**config.mk**
```make
export PLATFORM = sky130hd
export DESIGN_NAME = softmax_unit
export DESIGN_NICKNAME = d
export VERILOG_FILES = /design/src/gat_data_pkg.sv /design/src/softmax_unit.sv
export VERILOG_INCLUDE_DIRS = /design/src /design/src/src
export SDC_FILE = /design/constraint.sdc
export NUM_CORES = 1
export LEC_CHECK = 0
export ABC_AREA = 1
export BUFFER_PORTS_ARGS = -buffer_cell sky130_fd_sc_hd__buf_4
export CORE_AREA = 10 10 125 127
export DETAILED_ROUTE_END_ITERATION = 10
export DIE_AREA = 0 0 135 137
export PLACE_DENSITY = 0.77
export SLEW_MARGIN = 15
export SYNTH_ARGS = -nofsm -noshare
export SYNTH_HDL_FRONTEND = slang
export SYNTH_SLANG_ARGS = --single-unit
```
**constraint.sdc**
```tcl
create_clock -name clk -period 2.4 [get_ports clk]
set_input_delay 0.24 -clock clk [delete_from_list [all_inputs] [get_ports clk]]
set_output_delay 0.24 -clock clk [all_outputs]
set_load 0.005 [all_outputs]
```
**src/gat_cfg.svh**
```systemverilog
`ifndef GAT_CFG_SVH
`define GAT_CFG_SVH

// ----------------------------------------
// datapath sizing
// ----------------------------------------
`define GAT_NUM_LANES    8
`define GAT_DATA_W       12
`define GAT_COL_W        6
`define GAT_NODE_W       14
`define GAT_FEAT_ADDR_W  16
`define GAT_SCORE_W      24
`define GAT_WGT_W        16
`define GAT_DENOM_W      20
`define GAT_SUM_W        32
`define GAT_SCORE_SHIFT  4

// ----------------------------------------
// debug watch points
// ----------------------------------------
`define GAT_WATCH_ADDR_A 10
`define GAT_WATCH_ADDR_B 20
`define GAT_WATCH_LANE   2
`define GAT_FEAT_LIMIT   43328

`endif

```
**src/gat_data_pkg.sv**
```systemverilog
`include "gat_cfg.svh"

package gat_data_pkg;

  typedef logic [`GAT_DATA_W-1:0] lane_t;
  typedef logic [`GAT_NODE_W-1:0] node_idx_t;

  // one sparse feature entry
  typedef struct packed {
    lane_t                 value;
    logic [`GAT_COL_W-1:0] col;
    logic                  last_nz; // final nonzero of the node
  } nonzero_t;

  typedef lane_t [`GAT_NUM_LANES-1:0] wh_vec_t;

  typedef struct packed {
    node_idx_t idx;
    logic      batch_last;
    wh_vec_t   wh;
  } node_rec_t;

  typedef struct packed {
    node_rec_t             rec;
    logic [`GAT_WGT_W-1:0] weight; // power of two
  } weighted_rec_t;

  typedef struct packed {
    logic                        ena;
    logic [`GAT_FEAT_ADDR_W-1:0] addr;
    logic [`GAT_SUM_W-1:0]       data;
  } feat_wr_t;

  typedef enum logic [1:0] {IDLE, RUN, HOLD} stage_state_e;

endpackage

```
**src/softmax_unit.sv**
```systemverilog
`timescale 1ns/1ps
`include "gat_cfg.svh"

module softmax_unit (
  input  logic                           clk,
  input  logic                           rst_n,
  input  logic                           dmvm_vld_i,
  input  gat_data_pkg::node_rec_t        rec_i,
  input  logic signed [`GAT_SCORE_W-1:0] score_i,
  output logic                           sm_vld_o,
  output logic                           sm_rdy_o,
  output gat_data_pkg::weighted_rec_t    rec_o,
  output logic [`GAT_DENOM_W-1:0]        denom_o
);
  import gat_data_pkg::*;

  localparam int EXP_W   = $clog2(`GAT_WGT_W);
  localparam int EXP_MAX = `GAT_WGT_W - 1;

  logic signed [`GAT_SCORE_W-1:0] shifted;
  logic [EXP_W-1:0]               exp_val;
  logic [`GAT_WGT_W-1:0]          weight;
  weighted_rec_t                  rec_q;
  logic                           vld_q;
  logic [`GAT_DENOM_W-1:0]        denom_q;

  // exponent clipped to 0..15
  always_comb begin
    shifted = score_i >>> `GAT_SCORE_SHIFT;
    if (shifted < 0) begin
      exp_val = '0;
    end else if (shifted > EXP_MAX) begin
      exp_val = EXP_W'(EXP_MAX);
    end else begin
      exp_val = shifted[EXP_W-1:0];
    end
  end

  assign weight = 1 << exp_val;

  always_ff @(posedge clk or negedge rst_n) begin
    if (!rst_n) begin
      vld_q   <= 1'b0;
      denom_q <= '0;
    end else begin
      vld_q <= dmvm_vld_i;
      if (vld_q && rec_q.rec.batch_last) begin
        denom_q <= '0; // aggregator took the batch total
      end else if (dmvm_vld_i) begin
        denom_q <= denom_q + weight;
      end
    end
  end

  always_ff @(posedge clk) begin
    if (dmvm_vld_i) begin
      rec_q <= '{rec: rec_i, weight: weight};
    end
  end

  assign sm_vld_o = vld_q;
  assign sm_rdy_o = !vld_q;
  assign rec_o    = rec_q;
  assign denom_o  = denom_q;

endmodule

```
==> impl_summary.txt <==
----------------------------------------------------
[Outcome]
  Outcome ... finished with violations
  Failing checks ... setup timing

[Worst setup path]
  Source of the worst register-to-register timing path ... denom_o[0]
  Most used cell, CP ... nand2_1
  Worst endpoint required time ... 2.71 ns
  Start-to-end type of the worst setup path ... input pin to register
  Arrival time reported for the critical path endpoint ... 2.74 ns
  Critical path endpoint category ... register
  R2R depth ... 9
  Slack of the worst reg-to-reg path ... 0.50 ns
  Critical Path Sink ... denom_o[16]
  Category of the worst setup path launch point ... input pin
  Beginning of the critical path ... score_i[14]
  Peak fanout along the critical path ... 4
  Worst reg2reg endpoint ... denom_o[8]
  CP cell instances ... buf_4 -> nor2_1 -> nand2_1 -> nor3_2 -> nand2_2 -> inv_2 -> nand2_2 -> nand2_4 -> inv_1 -> nand3_2 -> nor2_2 -> ha_1 -> nand2_1 -> buf_4 -> nor3_1 -> nand2_1 -> nand2_1 -> nand2_1 -> nor2_1 -> nor2_1
  CP max-delay cell ... ha_1
  Crit-path max cell delay ... 0.36 ns

[Global routing]
  Global-route wire length before repair ... 35800 um
  Vias in the first global route ... 5805
  Overall Global Routing Usage ... 25.8%
  Antenna violations before repair ... 2
  Largest net degree at the start of global routing ... 137
  Total grt overflow ... 0

[Yosys]
  Gate count of the mapped netlist ... 476
  Ranking of synthesized cells by instance count ... edfxtp_1, nand2_1, nor2_1
  Post-synth top area share ... 64.4%
  Mean area per synthesized cell ... 12.4 sq um
  Mapped Area ... 5920 sq um
  Synth area leader ... edfxtp_1
  Number of warnings printed during yosys synthesis ... 0
  Portion of the post-synthesis area used by sequential elements ... 73.3%
  Main flop type after synthesis ... edfxtp_1
  Synthesized netlist net count ... 631
  EDFF count, synth ... 127
  Synth area leaders ... edfxtp_1, dfrtp_1, nand2_1
  Post-synthesis async set-or-reset flop share ... 14.2%
  Unique masters post-synth ... 31
  Top-count cell post-synth ... edfxtp_1
  Flops & latches, synth ... 148

[Detailed routing]
  Drt via density ... 5.20
  Number of detailed-route iterations in the first pass ... 5
  Remaining antenna violation count after routing ... 0
  DR DRC count ... 0
  Routed length per instance ... 23.2 um
  1st-iter DRT viols ... 532
  Vias ... 5855
  Wire length reported by the detailed router ... 26100 um

[Power and ir drop]
  Clock Power Share ... 40.3%
  Power per standard cell area ... 633 nW/um^2
  Net switching share of the total power ... 23.5%
  Max VDD drop ... 0.000469 V
  Sequential Power Share ... 45.7%
  Leakage dissipation ... 4.86 nW
  Internal ... 5.19 mW
  Power dissipated by switching net loads ... 1.59 mW
  Combinational share of power ... 14.1%

[Clocking]
  CTS Root Buffer Type ... clkbuf_16
  H-tree Lvls ... 4
  TritonCTS buffer count ... 17
  Clock transition at path regs ... 0.06 ns
  Clk sink count ... 148
  TritonCTS clock tree ... yes
  Max Buffers Root-to-Sink ... 2
  Source-to-sink clock delay at the later pin of the worst-skew pair ... 0.42 ns

[Layout]
  Signed area change from the synthesized netlist to the final layout ... 81.3%
  Post-Layout Cell Count ... 1125
  Share of the core filled with cells in the final layout ... 82.0%
  Final cell area excluding filler cells ... 10700 sq um
  Final net count ... 1088
  Fraction of layout cells with a size suffix above 1 ... 47.0%

[Timing]
  Transition time of the tightest slew-check pin ... 0.813 ns
  Final worst slack ... -0.0284 ns
  Final hold slack ... 0.0225 ns
  Setup repair after global routing missed its margin ... yes
  Final hold viol count ... 0
  Pins Over Slew Limit ... 0
  Period utilization ... 101%
  Final setup violating endpoints ... 1
  Setup Skew ... 0.00669 ns
  Sum of negative setup slack ... -0.0284 ns
  Max-slew headroom ... 45.8%
  Final min period ... 2.43 ns
  Maximum clock frequency ... 0.412 GHz

[Floorplan]
  Die width ... 135 um
  Die height ... 137 um
  Starting density of the core ... 45.2%
  Top-level port count ... 287
  Number of core rows ... 42
  Core outline area ... 13100 sq um
  Floorplan die area ... 18500 sq um

[Hold path]
  Min-delay worst type ... input pin to register

[Placement]
  Number of port buffers ... 282
  RD Place Congestion ... 0.942
  HPWL after DPL ... 16100 um
  Number of instances in the placed design ... 978
  Cell area after placement ... 8600 sq um

[Run]
  Maximum capacitance violations ... 0

----------------------------------------------------
==> how the worst min path moves through the flow <==
stage               startpoint           to  slack (ns)  cells after the start
global route         rec_i[38]    rec_o[54]       0.001                      1
detailed placement       rst_n  denom_o[15]        0.15                      1
finish               rec_i[54]    rec_o[70]        0.02                      1
floorplan                rst_n   denom_o[0]       -0.06                      0
CTS                  rec_i[54]    rec_o[70]      0.0009                      1
global placement         rst_n     sm_vld_o        0.15                      1
==> layer usage <==
layer  up-vias  track usage (%)  wire length, um
met5         -                0                0
met4         0             9.51              958
met3        71             6.93             2030
met2       379             46.8            13900
met1      2831             28.3             9230
li1       2574                -                -
==> placed cells by master (no fill, tap or decap), drive strengths merged <==
master       synthesis  layout
diode                0       3
nand4                1       1
nor2                49      49
inv                 40      43
buf                  2     330
o21ai               12      12
a31oi                1       1
nor3                 9       9
nand2              129     129
o21bai               1       1
clkbuf               0      20
nor3b                1       1
or2                  3       3
nand3               27      27
bufinv               0       3
nand3b               3       3
ha                  16      16
clkinvlp             0       2
a32o                 1       1
and2                 2       2
fa                   1       1
edfxtp             127     127
a21oi               23      23
dlygate4sd3          0     110
a22o                 3       3
clkinv               1       5
nor4                 2       2
nor2b                1       1
dfrtp               21      21
==> critical path, delay by kind of cell <==
family                     cells  cell delay [ns]
and+or+nand+nor               15             1.65
adders and majority gates      1             0.36
buffers and inverters          4             0.48
==> logic make-up (layout without fill, tap and decap cells) <==
family / Yosys count / in the layout / synth area share [%]
simple gates: 227 / 227 / 16.3
flops: 148 / 148 / 73.3
compound gates: 41 / 41 / 3.81
other cells: 0 / 3 / 0
fa+ha+maj: 17 / 17 / 3.72
buf+inv: 43 / 513 / 2.81
==> metrics by stage <==
stage,total power [mW],setup WS [ns]
3_3_place_gp,3.83,-0.354
6_report,6.79,-0.0284
4_1_cts,6.68,0.0367
5_1_grt,6.97,-0.129
3_5_place_dp,3.86,-0.435
2_1_floorplan,3.24,0.0148
==> final cells by class <==
| class | count | area, sq um |
|---|---|---|
| antenna | 3 | 7.51 |
| inverter | 41 | 159 |
| clock buffer | 20 | 437 |
| clock inverter | 12 | 154 |
| sequential | 148 | 4340 |
| timing repair buffer | 440 | 3590 |
| multi-input combinational | 285 | 1820 |
| fill | 657 | 2360 |
| tap | 176 | 220 |
==> registers in the layout (all words and copies together) (netlist names) <==
signal,flops
denom_o,20
rec_o,127
sm_vld_o,1
==> what timing repair did <==
item | 4_1_cts | 5_1_grt
setup buffers | 0 | 2
pin swaps | 0 | 15
endpoints found under the hold margin | 130 | 0
setup endpoints to repair | 1 | 16
hold buffers | 110 | 0
resized for setup | 1 | 89
==> power groups by stage <==
stage                     Sequential [mW]  Clock [mW]  Combinational [mW]
after CTS                            3.08        2.71               0.896
final                                3.10        2.73               0.954
after detailed placement             3.13           0               0.733
after floorplan                      3.14           0               0.102
after global placement               3.12           0               0.715
after global routing                 3.11        2.85                1.00
Note: power is estimated with default switching activity, not from simulation.
