<file path="config.mk">
export PLATFORM = sky130hd
export DESIGN_NAME = aggr_engine
export DESIGN_NICKNAME = d
export VERILOG_FILES = /design/src/gat_data_pkg.sv /design/src/aggr_engine.sv
export VERILOG_INCLUDE_DIRS = /design/src /design/src/src
export SDC_FILE = /design/constraint.sdc
export NUM_CORES = 2
export LEC_CHECK = 0
export ABC_AREA = 1
export BUFFER_PORTS_ARGS = -buffer_cell sky130_fd_sc_hd__buf_2
export CAP_MARGIN = 20
export CORE_MARGIN = 8
export CORE_UTILIZATION = 66
export DETAILED_ROUTE_END_ITERATION = 10
export PLACE_DENSITY_LB_ADDON = 0.15
export SYNTH_ARGS = -nofsm -noshare
export SYNTH_HDL_FRONTEND = slang
export SYNTH_SLANG_ARGS = --single-unit
</file>
<file path="constraint.sdc">
create_clock -name clk -period 3.35 [get_ports clk]
set_input_delay 0.5025 -clock clk [delete_from_list [all_inputs] [get_ports clk]]
set_output_delay 0.5025 -clock clk [all_outputs]
set_load 0.02 [all_outputs]
</file>
<file path="src/gat_cfg.svh">
`ifndef GAT_CFG_SVH
`define GAT_CFG_SVH

// ----------------------------------------
// datapath sizing
// ----------------------------------------
`define GAT_NUM_LANES    8
`define GAT_DATA_W       12
`define GAT_COL_W        6
`define GAT_NODE_W       14
`define GAT_FEAT_ADDR_W  16
`define GAT_SCORE_W      24
`define GAT_WGT_W        16
`define GAT_DENOM_W      20
`define GAT_SUM_W        32
`define GAT_SCORE_SHIFT  4

// ----------------------------------------
// debug watch points
// ----------------------------------------
`define GAT_WATCH_ADDR_A 10
`define GAT_WATCH_ADDR_B 20
`define GAT_WATCH_LANE   2
`define GAT_FEAT_LIMIT   43328

`endif

</file>
<file path="src/gat_data_pkg.sv">
`include "gat_cfg.svh"

package gat_data_pkg;

  typedef logic [`GAT_DATA_W-1:0] lane_t;
  typedef logic [`GAT_NODE_W-1:0] node_idx_t;

  // one sparse feature entry
  typedef struct packed {
    lane_t                 value;
    logic [`GAT_COL_W-1:0] col;
    logic                  last_nz; // final nonzero of the node
  } nonzero_t;

  typedef lane_t [`GAT_NUM_LANES-1:0] wh_vec_t;

  typedef struct packed {
    node_idx_t idx;
    logic      batch_last;
    wh_vec_t   wh;
  } node_rec_t;

  typedef struct packed {
    node_rec_t             rec;
    logic [`GAT_WGT_W-1:0] weight; // power of two
  } weighted_rec_t;

  typedef struct packed {
    logic                        ena;
    logic [`GAT_FEAT_ADDR_W-1:0] addr;
    logic [`GAT_SUM_W-1:0]       data;
  } feat_wr_t;

  typedef enum logic [1:0] {IDLE, RUN, HOLD} stage_state_e;

endpackage

</file>
<file path="src/aggr_engine.sv">
`timescale 1ns/1ps
`include "gat_cfg.svh"

module aggr_engine (
  input  logic                         clk,
  input  logic                         rst_n,
  input  logic                         sm_vld_i,
  input  gat_data_pkg::weighted_rec_t  rec_i,
  input  logic [`GAT_DENOM_W-1:0]      denom_i,
  input  logic [`GAT_FEAT_ADDR_W-1:0]  feat_base_i,
  output logic                         aggr_vld_o,
  output logic                         aggr_rdy_o,
  output gat_data_pkg::feat_wr_t       feat_wr_o
);

  localparam int N     = `GAT_NUM_LANES;
  localparam int CNT_W = $clog2(N + 1);

  logic [N-1:0][`GAT_SUM_W-1:0] sum_q;
  logic [N-1:0][`GAT_SUM_W-1:0] prod;
  logic signed [`GAT_WGT_W:0]   w_s;
  logic [`GAT_DENOM_W-1:0]      denom_q;
  logic [CNT_W-1:0]             wr_cnt_q;
  logic                         busy_q;
  logic                         vld_q;
  logic                         last_wr;

  assign w_s     = {1'b0, rec_i.weight};
  assign last_wr = busy_q && (wr_cnt_q == CNT_W'(N));

  always_comb begin
    for (int l = 0; l < N; l++) begin
      prod[l] = w_s * $signed(rec_i.rec.wh[l]); // sign extended to 32
    end
  end

  // ----------------------------------------
  // lane sums and write-out sequencing
  // ----------------------------------------
  always_ff @(posedge clk or negedge rst_n) begin
    if (!rst_n) begin
      sum_q    <= '0;
      wr_cnt_q <= '0;
      busy_q   <= 1'b0;
      vld_q    <= 1'b0;
    end else begin
      vld_q <= last_wr;
      if (sm_vld_i) begin
        for (int l = 0; l < N; l++) begin
          sum_q[l] <= sum_q[l] + prod[l];
        end
        if (rec_i.rec.batch_last) begin
          busy_q   <= 1'b1;
          wr_cnt_q <= '0;
        end
      end else if (busy_q) begin
        wr_cnt_q <= wr_cnt_q + 1'b1;
        if (last_wr) begin
          busy_q <= 1'b0;
          sum_q  <= '0;
        end
      end
    end
  end

  always_ff @(posedge clk) begin
    if (sm_vld_i && rec_i.rec.batch_last) begin
      denom_q <= denom_i; // includes the last node
    end
  end

  always_comb begin
    feat_wr_o.ena  = busy_q;
    feat_wr_o.addr = feat_base_i + wr_cnt_q;
    if (wr_cnt_q == CNT_W'(N)) begin
      feat_wr_o.data = `GAT_SUM_W'(denom_q);
    end else begin
      feat_wr_o.data = sum_q[wr_cnt_q];
    end
  end

  assign aggr_vld_o = vld_q;
  assign aggr_rdy_o = !busy_q;

endmodule

</file>
==> results by group, run 1 <==
Synthesis
  • EDFF count, synth: 20
  • Mapped Area: approximately 81000 um2
  • Post-synth top flop: dfrtp_1
  • FFs w/ async S/R, synth: 0.929
  • Top cells by count, synth: nand2_1, inv_1, fa_1
  • #FFs+latches synth: 282
  • Yosys warns: 0
  • Synth area leader: fa_1
  • Post-synth top area share: 0.283
  • Mapped Avg Cell Area: just over 7 um2
  • Most frequent cell after synthesis: nand2_1
  • Synth top area cells: fa_1, ha_1, nand2_1
  • Post-synthesis sequential area ratio: 0.0889
  • Post-Synthesis Cells: 11.4k
  • Netlist cell types: 57
  • Synthesized Nets: 13.7k

GRT
  • Overflow after GRT: 2
  • GRT Resource Usage Total: 0.693
  • First-pass GRT wire length: 687 mm
  • Vias in the first global route: 111k
  • Pin count of the biggest net entering global routing: 163

Clock network
  • Root Buffer Master: clkbuf_16
  • Cts bufs inserted: 40
  • H-tree lvl count: 2
  • Clk buf depth: 3
  • CTS sink cnt: 282

Die
  • Starting density of the core: 0.663
  • IO Count: approximately 220
  • Die Y: ~370 um
  • # rows: 128
  • Chip width: 365 um

Status
  • Error: [ERROR GRT-0116] Global routing finished with congestion. Check the congestion regions in the DRC Viewer.
  • Failing step: global routing (5_1_grt)
  • Status: did not finish

Place
  • Final GP Congestion: ~1.1
  • I/O Buffers: 202
  • Place WS: -3640 ps
  • HPWL after DPL: ~260 mm
-- per-layer routing --
| layer | overflow | track usage |
|---|---|---|
| met5 | 0 | 0.423 |
| met4 | 1 | 0.612 |
| met3 | 0 | 0.582 |
| met2 | 0 | 0.836 |
| met1 | 1 | 0.700 |
-- through the flow --
stage                     std cells  cell area [um2]
after floorplan               11400            84500
after detailed placement      14500            97300
after CTS                     14700           105000
after global placement        14500            97300
-- logic make-up after synthesis --
kind of cell / Yosys count / synth area share
buffers and inverters: 3063 / 0.144
adder cells (fa/ha/maj): 2063 / 0.427
flip-flops: 282 / 0.0889
AND/OR/NAND/NOR: 4280 / 0.212
AO/OA/AOI/OAI: 1545 / 0.106
XOR/XNOR: 209 / 0.0227
-- repair_timing --
action / in CTS
gates resized for setup: 994
hold endpoints to repair: 22
pin swaps: 470
setup buffers: 170
setup endpoints to repair: 264
cloned: 31
hold buffers: 1
==> inputs of run 2 (changes only) <==
--- a/config.mk
+++ b/config.mk
@@ -10,7 +10,7 @@
 export BUFFER_PORTS_ARGS = -buffer_cell sky130_fd_sc_hd__buf_2
 export CAP_MARGIN = 20
 export CORE_MARGIN = 8
-export CORE_UTILIZATION = 66
+export CORE_UTILIZATION = 40
 export DETAILED_ROUTE_END_ITERATION = 10
 export PLACE_DENSITY_LB_ADDON = 0.15
 export SYNTH_ARGS = -nofsm -noshare
==> run 2 against run 1 <==
The flow now finishes, with violations (negative setup slack). Synthesized cell count stayed put. Synthesized area stayed put.
==> results by group, run 2 <==
Status
  • Status: finished with violations
  • Failing checks: negative setup slack

Cells and area
  • Biggest register: sum_q
  • Area grow syn2layout: 34.2%
  • Final Core Density: 0.541
  • Area occupied by multi-input gates: 68100 um2
  • Top flop regs: sum_q: 256 flops, denom_q: 20 flops, wr_cnt_q: 4 flops
  • FF+latch area: 7160 um2
  • Layout cell share with drive strength beyond 1: 0.258
  • Commonest non-fill, non-tap cell in the layout: nand2_1
  • Most frequent cells in the layout: nand2_1, inv_1, buf_4
  • Number of nets in the layout: 15.4k
  • Fill cells: ~19k
  • Max reg flops: 256

Timing
  • Final setup viols: 257
  • Max-slew violations: 0
  • Final hold vios: 0
  • Crit share post-route: 1.80
  • Peak Freq: between 150 and 200 MHz
  • Rel. slew slack: 0.229
  • Final min period: 6020 ps
  • RSZ-0062 raised after global routing: true
  • Clock skew: 39.6 ps
  • Final setup margin: -2670 ps
  • Actual slew at the worst max-slew pin: 1140 ps

Clock network
  • Clk buf depth: 3 (unchanged)
  • H-tree lvl count: 2 (unchanged)
  • Root Buffer Master: clkbuf_16
  • Cts bufs inserted: 43 (+7.5%)
  • CTS clk-pin slew, worst paths: 60 ps
  • Skew-Pair Late Insertion Delay: between 600 and 700 ps
  • CTS sink cnt: 282 (unchanged)
  • CTS tree: built

Setup path
  • Critical path type: in2reg
  • CP startpoint: rec_i[7]
  • Reg2reg path depth: 11
  • R2R Path End: sum_q[215]
  • Data required, critical path: 3840 ps
  • Element type at the critical path end: register
  • Reg-to-reg startpoint: wr_cnt_q[1]
  • Largest stage delay, worst path: about 560 ps
  • Slowest cell on crit path: fa_1
  • CP Launch Type: input pin
  • Register-to-register setup slack: 330 ps
  • CP arrival: 6510 ps
  • Crit path top cell by count: fa_1
  • Max FO, Critical Path: 6
  • Critical Path End: sum_q[28]

Drt
  • Vias: 81.2k
  • Metal3 WL: 27.3 mm
  • Metal1 wirelength: 145 mm
  • Vias per Instance: 5.12
  • # DRC: 0
  • Routed len/inst: a little over 20 um
  • DRT Pass-1 Iters: 6
  • WL met2: 139 mm
  • Initial DRC Count: 6472
  • Total Wirelength: 325 mm
  • Final ANT Viol Nets: 0
  • Highest metal used: met5

GRT
  • Overflow after GRT: 0
  • GRT Resource Usage Total: 0.293
  • First-pass GRT wire length: 493 mm
  • Pin count of the biggest net entering global routing: 119
  • Vias in the first global route: 82.3k
  • Initial antenna violation count: 27

Job
  • Max Cap Viol: 0

Die
  • # rows: 164 (+28%)
  • Chip width: 465 um (+27%)
  • Die footprint: 216000 um2
  • Placeable Area: 200000 um2
  • Die Y: 465 um (+27%)
  • Starting density of the core: 0.403 (-0.260)
  • IO Count: 217 (unchanged)

Synthesis
  • Most frequent cell after synthesis: nand2_1
  • Yosys warns: 0 (unchanged)
  • Synth top area cells: fa_1, ha_1, nand2_1
  • Top cells by count, synth: nand2_1, inv_1, fa_1
  • Synthesized Nets: 13.7k (unchanged)
  • Post-Synthesis Cells: 11.4k (unchanged)
  • EDFF count, synth: 20 (unchanged)
  • Mapped Area: 80500 um2 (unchanged)
  • Mapped Avg Cell Area: 7.04 um2 (unchanged)
  • FFs w/ async S/R, synth: 0.929 (unchanged)
  • Netlist cell types: 57 (unchanged)
  • Synth area leader: fa_1
  • Post-synth top flop: dfrtp_1
  • Post-synthesis sequential area ratio: 0.0889 (unchanged)
  • #FFs+latches synth: 282 (unchanged)
  • Post-synth top area share: 0.283 (unchanged)

Place
  • I/O Buffers: 202 (unchanged)
  • HPWL after DPL: 256 mm (-1.5%)
  • Final GP Congestion: 0.999 (-5.1%)

Worst hold path
  • Hold Crit Depth: 1
  • Hold Path Class: in2reg
[run 2: metrics by stage]
stage	setup WS [ps]	cells	setup TNS (ps)	hold WS, ps	instance area [um2]
final	-2670	15800	-487700	52.2	108000
after global routing	-2890	15800	-542830	32.6	108000
after CTS	-2590	15800	-473900	16.6	105000
after detailed placement	-3670	15600	-679380	466	99600
after global placement	-3650	15600	-673340	465	99600
after floorplan	-2540	11400	-441100	207	84500
[run 2: logic make-up after synthesis]
| group | share of synthesized area |
|---|---|
| buffers and inverters | 0.144 |
| xor gates and xnor gates | 0.0227 |
| adders and majority gates | 0.427 |
| AOI/OAI and AO/OA | 0.106 |
| DFF | 0.0889 |
| and+or+nand+nor | 0.212 |
[run 2: how the worst min path moves through the flow]
stage,start,to,slack [ps]
floorplan,rst_n,aggr_vld_o,210
global placement,rst_n,sum_q[62],470
detailed placement,rst_n,sum_q[57],470
CTS,denom_i[7],denom_q[7],20
global route,denom_i[17],denom_q[17],30
finish,denom_i[7],denom_q[7],50
[run 2: routing by layer]
layer,track usage,up-vias
met3,0.0511,458
met4,0.0945,10
met2,0.450,2867
met5,0,-
li1,-,38200
met1,0.420,39700
[run 2: layout make-up]
class	count	area share
clock inverters	19	0.00276
repair buffers	2108	0.167
flip-flops and latches	282	0.0663
clock buffers	59	0.0112
inverters	2607	0.0908
well taps	2656	0.0308
diodes	18	0.000417
multi-input cells	8097	0.630
[run 2: worst max-delay path: cells and delay by family]
family	cells	cell delay (ps)
compound gates	8	1120
xor+xnor	1	240
fa+ha+maj	7	3080
buf+inv	8	950
simple gates	7	600
[run 2: timing repair]
action	in CTS	in global routing
setup buffers	68	55
gates cloned	29	8
gates resized for setup	575	461
hold buffers	1	0
endpoints found under the hold margin	35	0
pin swaps	160	208
setup endpoints to repair	257	262
Power of run 2 is not shown: default switching activity piles up to over one toggle a cycle in this logic, so the estimate is an artifact.
