File: src/gat_cfg.svh
`ifndef GAT_CFG_SVH
`define GAT_CFG_SVH

// ----------------------------------------
// datapath sizing
// ----------------------------------------
`define GAT_NUM_LANES    8
`define GAT_DATA_W       12
`define GAT_COL_W        6
`define GAT_NODE_W       14
`define GAT_FEAT_ADDR_W  16
`define GAT_SCORE_W      24
`define GAT_WGT_W        16
`define GAT_DENOM_W      20
`define GAT_SUM_W        32
`define GAT_SCORE_SHIFT  4

// ----------------------------------------
// debug watch points
// ----------------------------------------
`define GAT_WATCH_ADDR_A 10
`define GAT_WATCH_ADDR_B 20
`define GAT_WATCH_LANE   2
`define GAT_FEAT_LIMIT   43328

`endif

File: src/gat_data_pkg.sv
`include "gat_cfg.svh"

package gat_data_pkg;

  typedef logic [`GAT_DATA_W-1:0] lane_t;
  typedef logic [`GAT_NODE_W-1:0] node_idx_t;

  // one sparse feature entry
  typedef struct packed {
    lane_t                 value;
    logic [`GAT_COL_W-1:0] col;
    logic                  last_nz; // final nonzero of the node
  } nonzero_t;

  typedef lane_t [`GAT_NUM_LANES-1:0] wh_vec_t;

  typedef struct packed {
    node_idx_t idx;
    logic      batch_last;
    wh_vec_t   wh;
  } node_rec_t;

  typedef struct packed {
    node_rec_t             rec;
    logic [`GAT_WGT_W-1:0] weight; // power of two
  } weighted_rec_t;

  typedef struct packed {
    logic                        ena;
    logic [`GAT_FEAT_ADDR_W-1:0] addr;
    logic [`GAT_SUM_W-1:0]       data;
  } feat_wr_t;

  typedef enum logic [1:0] {IDLE, RUN, HOLD} stage_state_e;

endpackage

File: src/gat_dbg_pkg.sv
package gat_dbg_pkg;

  // one bit per stage strobe, spmm_vld in the msb
  typedef struct packed {
    logic spmm_vld;
    logic spmm_rdy;
    logic dmvm_vld;
    logic dmvm_rdy;
    logic sm_vld;
    logic sm_rdy;
    logic aggr_vld;
    logic aggr_rdy;
  } stage_flags_t;

  typedef logic [31:0] dbg_word_t;

  // word_0 flags/range/count, word_1 and word_2 watch captures
  typedef struct packed {
    dbg_word_t word_2;
    dbg_word_t word_1;
    dbg_word_t word_0;
  } debug_words_t;

endpackage

File: src/debug_monitor.sv
`timescale 1ns/1ps
`include "gat_cfg.svh"

module debug_monitor (
  input  logic                        clk,
  input  logic                        rst_n,
  input  gat_dbg_pkg::stage_flags_t   flags_i,
  input  gat_data_pkg::node_idx_t     wh_addr_i,
  input  logic                        spmm_vld_i,
  input  gat_data_pkg::wh_vec_t       sppe_i,
  input  gat_data_pkg::feat_wr_t      feat_wr_i,
  output gat_dbg_pkg::debug_words_t   debug_o
);
  import gat_dbg_pkg::*;

  stage_flags_t           flags_q;
  logic                   range_q;
  logic                   range_hit;
  logic [15:0]            sm_cnt_q;
  logic [`GAT_DATA_W-1:0] cap_a_q;
  logic [`GAT_DATA_W-1:0] cap_b_q;

  assign range_hit = feat_wr_i.ena && (feat_wr_i.addr >= `GAT_FEAT_LIMIT);

  // ----------------------------------------
  // sticky flags, count, watch capture
  // ----------------------------------------
  always_ff @(posedge clk or negedge rst_n) begin
    if (!rst_n) begin
      flags_q  <= '0;
      range_q  <= 1'b0;
      sm_cnt_q <= '0;
      cap_a_q  <= '0;
      cap_b_q  <= '0;
    end else begin
      flags_q <= flags_q | flags_i; // cleared by reset only
      range_q <= range_q | range_hit;
      if (flags_i.sm_vld) begin
        sm_cnt_q <= sm_cnt_q + 1'b1;
      end
      if (spmm_vld_i && wh_addr_i == `GAT_WATCH_ADDR_A) begin
        cap_a_q <= sppe_i[`GAT_WATCH_LANE];
      end
      if (spmm_vld_i && wh_addr_i == `GAT_WATCH_ADDR_B) begin
        cap_b_q <= sppe_i[`GAT_WATCH_LANE];
      end
    end
  end

  assign debug_o.word_0 = {sm_cnt_q, 7'd0, range_q, flags_q};
  assign debug_o.word_1 = 32'(cap_a_q);
  assign debug_o.word_2 = 32'(cap_b_q);

endmodule

File: config.mk
export PLATFORM = sky130hd
export DESIGN_NAME = debug_monitor
export DESIGN_NICKNAME = d
export VERILOG_FILES = /design/src/gat_data_pkg.sv /design/src/gat_dbg_pkg.sv /design/src/debug_monitor.sv
export VERILOG_INCLUDE_DIRS = /design/src /design/src/src
export SDC_FILE = /design/constraint.sdc
export NUM_CORES = 1
export LEC_CHECK = 0
export BUFFER_PORTS_ARGS = -buffer_cell sky130_fd_sc_hd__buf_2
export CORE_AREA = 2 2 102 104
export DETAILED_ROUTE_END_ITERATION = 10
export DIE_AREA = 0 0 104 106
export GPL_ROUTABILITY_DRIVEN = 0
export PLACE_DENSITY_LB_ADDON = 0.1
export SYNTH_ARGS = -nofsm -noshare
export SYNTH_HDL_FRONTEND = slang
export SYNTH_SLANG_ARGS = --single-unit
File: constraint.sdc
create_clock -name clk -period 1.3 [get_ports clk]
set_input_delay 0.26 -clock clk [delete_from_list [all_inputs] [get_ports clk]]
set_output_delay 0.26 -clock clk [all_outputs]
set_load 0.02 [all_outputs]
==> results of run 1 <==
-- registers in the layout, indices dropped and copies added (netlist names) --
signal and cells:
sm_cnt_q 16, cap_a_q 12, cap_b_q 12, debug_o 8
range_q 1
-- cells in the mapped netlist --
master / number / area [sq um]
buf_4: 48 / 360
nor2_1: 3 / 11.3
nor4b_1: 1 / 8.76
a31o_2: 1 / 8.76
xor2_1: 5 / 43.8
a21oi_1: 1 / 5.00
o21a_1: 1 / 7.51
dfrtp_1: 49 / 1230
nand2_2: 2 / 12.5
ha_1: 1 / 12.5
nand3_1: 3 / 15.0
buf_6: 2 / 22.5
conb_1: 1 / 3.75
nor3_1: 2 / 10.0
and3_1: 2 / 12.5
buf_2: 1 / 5.00
nand2_1: 8 / 30.0
xnor2_1: 10 / 87.6
mux2_2: 5 / 56.3
mux2_4: 20 / 300
or2_2: 8 / 50.1
nand4_1: 4 / 25.0
and4_1: 2 / 17.5
and4bb_2: 2 / 25.0
o311ai_0: 1 / 8.76
and3_2: 1 / 7.51
nor4_1: 1 / 6.26
-- power by group --
group          internal, uW  total, uW  switching, uW
clock network           626       1160            532
logic                   511       1050            541
registers              1640       1740            102
total                  2770       3950           1180
-- cells in the final DEF, fill, tap and decap left out, types with 2 or more instances in the layout --
cell type,instances
buf_4,18
nand4_1,4
mux2_4,20
buf_6,8
or2_2,8
nand2_1,8
buf_12,3
and3_1,2
and4bb_2,2
nor2_1,2
buf_2,88
dfrtp_1,47
dfrtp_2,2
and4_1,2
mux2_2,5
conb_1,47
clkbuf_8,6
nand3_1,3
xnor2_1,10
nand2_2,2
xor2_1,4
-- layer usage --
layer | vias up | global-route usage | part of all wire
met5 | - | 0 | 0
met4 | 0 | 0.0347 | 0.012
met3 | 4 | 0.0288 | 0.086
met2 | 94 | 0.130 | 0.45
met1 | 751 | 0.118 | 0.45
li1 | 762 | - | -
-- layout make-up --
cell class,instances,area share
Sequential cell,49,0.380
Multi-Input combinational cell,131,0.303
Timing Repair Buffer,118,0.228
Tap cell,136,0.0526
Clock buffer,6,0.0255
Clock inverter,2,0.0116
-- through the flow --
| stage | total power [uW] | instance area (sq um) | util | TNS (ps) | hold slack [ps] |
|---|---|---|---|---|---|
| 5_1_grt | 4170 | 3230 | 0.323 | -171 | 125 |
| 3_3_place_gp | 2640 | 3020 | 0.302 | -5420 | 282 |
| 6_report | 3950 | 3230 | 0.323 | 0 | 146 |
| 2_1_floorplan | 2320 | 2570 | - | -909 | -35.6 |
| 3_5_place_dp | 2650 | 3020 | 0.302 | -5760 | 280 |
| 4_1_cts | 3960 | 3190 | 0.319 | -0.547 | 131 |
-- cells by family after synthesis --
| logic type | share of synthesized area |
|---|---|
| other cells | 0.00158 |
| compound gates | 0.0126 |
| xor+xnor | 0.0552 |
| simple gates | 0.0973 |
| fa+ha+maj | 0.00526 |
| mux | 0.150 |
| flops | 0.515 |
| buf+inv | 0.163 |
-- final timing paths --
| kind | startpoint | to | slack, ps | cells after the start |
|---|---|---|---|---|
| min reg2reg | debug_o[2] | debug_o[2] | 460 | 1 |
| min in group asynchronous | rst_n | cap_a_q[4] | 470 | 3 |
| min | flags_i[0] | debug_o[0] | 150 | 2 |
| max reg2reg | sm_cnt_q[0] | sm_cnt_q[10] | 50 | 5 |
| max in group asynchronous | rst_n | sm_cnt_q[1] | 580 | 3 |
| max | sm_cnt_q[2] | debug_o[18] | 30 | 2 |
-- what timing repair did --
action / CTS / global route
hold buffers: 1 / 0
cloned: 0 / 0
resized for setup: 7 / 13
endpoints found under the hold margin: 49 / 0
buffers inserted: 1 / 0
endpoints found under the setup margin: 2 / 29
pin swaps: 5 / 1
==> metrics.md, run 1 <==
| Metric | Value |
|---|---|
| Hold Vio Cnt, Final | 0 |
| Core Area | 10000 sq um |
| CP Data Required Time | 1040 ps |
| Worst hold path class | in -> reg |
| MaxCap Viol Count | 0 |
| Critical Path Source Type | flop |
| Syn. warnings | 0 |
| Die Width | 104 um |
| Drc violations | 0 |
| CTS tree | yes |
| Top Family by Delay on Critical Path | flip-flops |
| CTS clk-pin slew, worst paths | 90 ps |
| Post-synthesis sequential area ratio | 0.515 |
| Pwr Density | 1220 nW/um^2 |
| Later-pin clock latency in the skew report | 300 ps |
| Netlist cell types | 27 |
| Register area | 1230 sq um |
| Drt first pass iters | 4 |
| Placed wire-length estimate | 3640 um |
| IO buf count | 96 |
| I/O Pins | 266 |
| Share of cells above drive strength 1 | 0.562 |
| Lkg Pwr | 0.00175 uW |
| FF+latch count, synth | 49 |
| Final wirelength | 4880 um |
| Post-synthesis cell area | 2380 sq um |
| Critical-path cell list | buf_4 -> buf_4 |
| Period utilization | 0.976 |
| Final net count | 476 |
| Vias in the first global route | 1,519 |
| Largest net degree at the start of global routing | 50 |
| Row count | 37 |
| Placed cell count | 432 |
| WS Path Type | reg -> out |
| Vias/cell | 3.64 |
| First-pass GRT wire length | 7660 um |
| Overall routing resource usage | 0.0878 |
| H-tree depth | 2 |
| Initial Util | 0.238 |
| CP max FO | 3 |
| Vias | 1,611 |
| Inserted Clock Buffers | 5 |
| Clock sinks | 49 |
| Finish-stage setup viols | 0 |
| Non-Filler Instances | 442 |
| Antenna viol nets, final | 0 |
| Grt total ovfl | 0 |
| Max incr delay on CP | 410 ps |
| DR iter-0 viols | 17 |
| Unrepaired setup endpoints after global routing | yes |
| Antenna violations before repair | 0 |
| FILL cells | 1,066 |
| Fin Clk Skew | 3.28 ps |
| Root Buffer | clkbuf_8 |
| Clock Tree Buf Depth | 2 |
| Fin worst setup slack | 31.4 ps |
| Worst EP arrival | 1010 ps |
| Area of the multi-input gates | 978 sq um |
| Antenna diode count | 0 |
| Achievable Freq | 0.788 GHz |
| Layout area overhead | 35.9% |
| Status | finished, final reports clean |
| Top cell by count, worst path | buf_4 |
| Syn_area_per_cell | 12.9 sq um |
| Slowest CP cell | dfrtp_1 |
| Die footprint | 11,000 sq um |
| Synth Instances | 185 |
| Crit path buf inv count | 2 |
| Dpl ws | -250 ps |
| Drt wl/cell | 11.0 um |
| Worst Setup End Kind | output port |
| VDD IR max | 876 uV |
| Final slew viol count | 0 |
| Fin crit period | 1270 ps |
| Die Span Y | 106 um |
Note: power is estimated with default switching activity, not from simulation.
==> inputs of run 2 (changes only) <==
ABC_AREA = 1   (was unset)
CORE_AREA = 2 2 103 105   (was 2 2 102 104)
DIE_AREA = 0 0 105 107   (was 0 0 104 106)
SLEW_MARGIN = 30   (was unset)
==> metrics.md, run 2 <==
| Metric | Value |
|---|---|
| Row count | 37 (unchanged) |
| Most frequent cells in the layout | buf_2, nand2_1, conb_1, dfrtp_1, inv_1 |
| Worst hold path class | in -> reg |
| Worst EP arrival | 1010 ps (about the same) |
| Finish-stage setup viols | 0 (unchanged) |
| Grt total ovfl | 0 (unchanged) |
| WS Path Type | reg -> out |
| Die footprint | 11,200 sq um (+1.9%) |
| Routing usage on met2 | 0.159 (+0.0285) |
| Placed cell count | 538 (+25%) |
| Achievable Freq | 0.790 GHz (+0.27%) |
| Non-Filler Instances | 555 (+26%) |
| Post-synthesis cell area | 2630 sq um (+11%) |
| Period utilization | 0.973 (-0.00267) |
| Clock sinks | 49 (unchanged) |
| Primary FF master, synth | dfrtp_1 |
| Pwr Density | 1200 nW/um^2 (-1.7%) |
| Syn_area_per_cell | 8.80 sq um (-32%) |
| Fin Hold WS | 146 ps (+0.505 ps) |
| Max FFs per register | 16 (unchanged) |
| Final wirelength | 5910 um (+21%) |
| Drc violations | 0 (unchanged) |
| M1 GR Usage | 0.149 (+0.0304) |
| Drt first pass iters | 4 (unchanged) |
| FILL cells | 1,102 (+3.4%) |
| Layout area overhead | 31.3% |
| Antenna violations before repair | 0 (unchanged) |
| Initial Util | 0.261 (+0.0227) |
| Post-synthesis sequential area ratio | 0.466 (-0.0492) |
| Most common cell after layout, fill and taps aside | buf_2 |
| Antenna viol nets, final | 0 (unchanged) |
| Largest net degree at the start of global routing | 50 (unchanged) |
| Most Crowded Layer GR | met2 |
| Yosys top cell by area | dfrtp_1 |
| Inserted Clock Buffers | 5 (unchanged) |
| EDFF count, synth | 0 (unchanged) |
| Vias | 2,117 (+31%) |
| Status | finished, final reports clean |
| Placed wire-length estimate | 4430 um (+22%) |
| Regs by FF count | sm_cnt_q: 16 flops, cap_a_q: 12 flops, cap_b_q: 12 flops |
| Final core occ | 0.342 (+0.0191) |
| First-pass GRT wire length | 9340 um (+22%) |
| CP max FO | 3 (unchanged) |
| Fin Clk Skew | 2.86 ps (-0.428 ps) |
| FF+latch count, synth | 49 (unchanged) |
| Count leader, synth | nand2_1 |
| Hold Vio Cnt, Final | 0 (unchanged) |
| Final slew viol count | 0 (unchanged) |
| CTS tree | yes |
| Design Power | 4150 uW (+5.0%) |
| MaxCap Viol Count | 0 (unchanged) |
| Final net count | 589 (+24%) |
| Overall routing resource usage | 0.105 (+0.0169) |
| Root Buffer | clkbuf_8 |
| Top post-synthesis cells by count | nand2_1, buf_4, dfrtp_1, inv_1, nor2_1 |
| H-tree depth | 2 (unchanged) |
| Unrepaired setup endpoints after global routing | yes |
| Synth async-reset ratio | 1.00 (unchanged) |
| Netlist cell types | 25 (-7.4%) |
| Lkg Pwr | 0.00192 uW (+9.2%) |
| Critical Path Source Type | flop |
| Die Span Y | 107 um (+0.94%) |
| Core Area | 10,100 sq um (+0.93%) |
| CP Data Required Time | 1040 ps (about the same) |
| I/O Pins | 266 (unchanged) |
| Drt wl/cell | 10.6 um (-3.6%) |
| DR iter-0 viols | 34 (+17) |
| Synth top area share | 0.466 (-0.0492) |
| CTS clk-pin slew, worst paths | 90 ps (about the same) |
| Vias/cell | 3.81 (+4.7%) |
| Clock Tree Buf Depth | 2 (unchanged) |
| Antenna diode count | 0 (unchanged) |
| Later-pin clock latency in the skew report | 300 ps (about the same) |
| Share of cells above drive strength 1 | 0.391 (-0.171) |
| Most area-consuming cells after synthesis | dfrtp_1, buf_4, nand2_1 |
| IO buf count | 96 (unchanged) |
| Met3 GRT Util | 0.0219 (-0.00693) |
| Vias in the first global route | 1,953 (+29%) |
| Synth Instances | 299 (+62%) |
| Fin worst setup slack | 34.9 ps (+3.47 ps) |
| Syn. warnings | 0 (unchanged) |
| Worst Setup End Kind | output port |
| Dpl ws | -49.2 ps (+201 ps) |
| Die Width | 105 um (+0.96%) |
| VDD IR max | 443 uV (-49%) |
| Fin crit period | 1270 ps (-3.47 ps) |
| Largest reg by FF count | sm_cnt_q |
## run 2: cell count changes after synthesis, sizes merged, moves of 4 or more
| cell | previous run | this run |
|---|---|---|
| nor2 | 3 | 25 |
| buf | 51 | 55 |
| nand3 | 3 | 8 |
| nand2 | 10 | 71 |
| xnor2 | 10 | 6 |
| inv | 0 | 32 |
| nand4 | 4 | 18 |
| o21ai | 0 | 15 |
| mux2 | 25 | 0 |
## run 2: area by class of cell
cell class                 instances  area, sq um  area share
sequential                        49         1230       0.356
multi-input combinational        208         1090       0.314
timing repair buffer             121          731       0.211
tap                              136          170      0.0492
inverter                          33          124      0.0358
clock buffer                       7         86.3      0.0250
clock inverter                     1         30.0     0.00869
## run 2: what timing repair did
item                                   CTS  global route
resized for setup                        0            23
endpoints found under the hold margin   49             0
setup endpoints to repair                4            15
pin swaps                                0             4
hold buffers                             1             0
buffers inserted                         5             3
## run 2: per-stage QoR
step / area (sq um) / TNS, ps
6_report: 3460 / 0
5_1_grt: 3460 / -158
4_1_cts: 3360 / 0
3_5_place_dp: 3190 / -475
3_3_place_gp: 3190 / -390
2_1_floorplan: 2810 / 0
## run 2: worst paths after layout
path / start / endpoint / slack (ps) / cells after the start
worst max-delay path: sm_cnt_q[3] / debug_o[19] / 30 / 2
worst min-delay path: flags_i[5] / debug_o[5] / 150 / 2
max in group asynchronous: rst_n / sm_cnt_q[0] / 580 / 3
min in group asynchronous: rst_n / cap_a_q[11] / 470 / 3
worst min register to register: debug_o[7] / debug_o[7] / 460 / 1
worst max register to register: sm_cnt_q[1] / sm_cnt_q[14] / 40 / 8
## run 2: report_power, final
part / switching, uW / internal [uW] / total (uW)
clock: 541 / 629 / 1170
sequential: 122 / 1630 / 1750
combinational: 638 / 587 / 1230
## run 2: layer usage
metal | part of all wire | vias up
li1 | - | 1066
met1 | 0.49 | 943
met2 | 0.43 | 103
met3 | 0.070 | 5
met4 | 0.013 | 0
met5 | 0 | -
## run 2: logic make-up (layout without fill, tap and decap cells)
family	Yosys count	in the layout	synth area share
AOI/OAI and AO/OA	15	15	0.0456
xor gates and xnor gates	12	12	0.0399
adders and majority gates	1	1	0.00475
buffers and inverters	88	162	0.203
DFF	49	49	0.466
other	1	47	0.00143
and+or+nand+nor	133	133	0.239
## run 2: critical path: stages (launching register included)
cell and delay (ps):
dfrtp_1 400, buf_4 150, buf_4 150
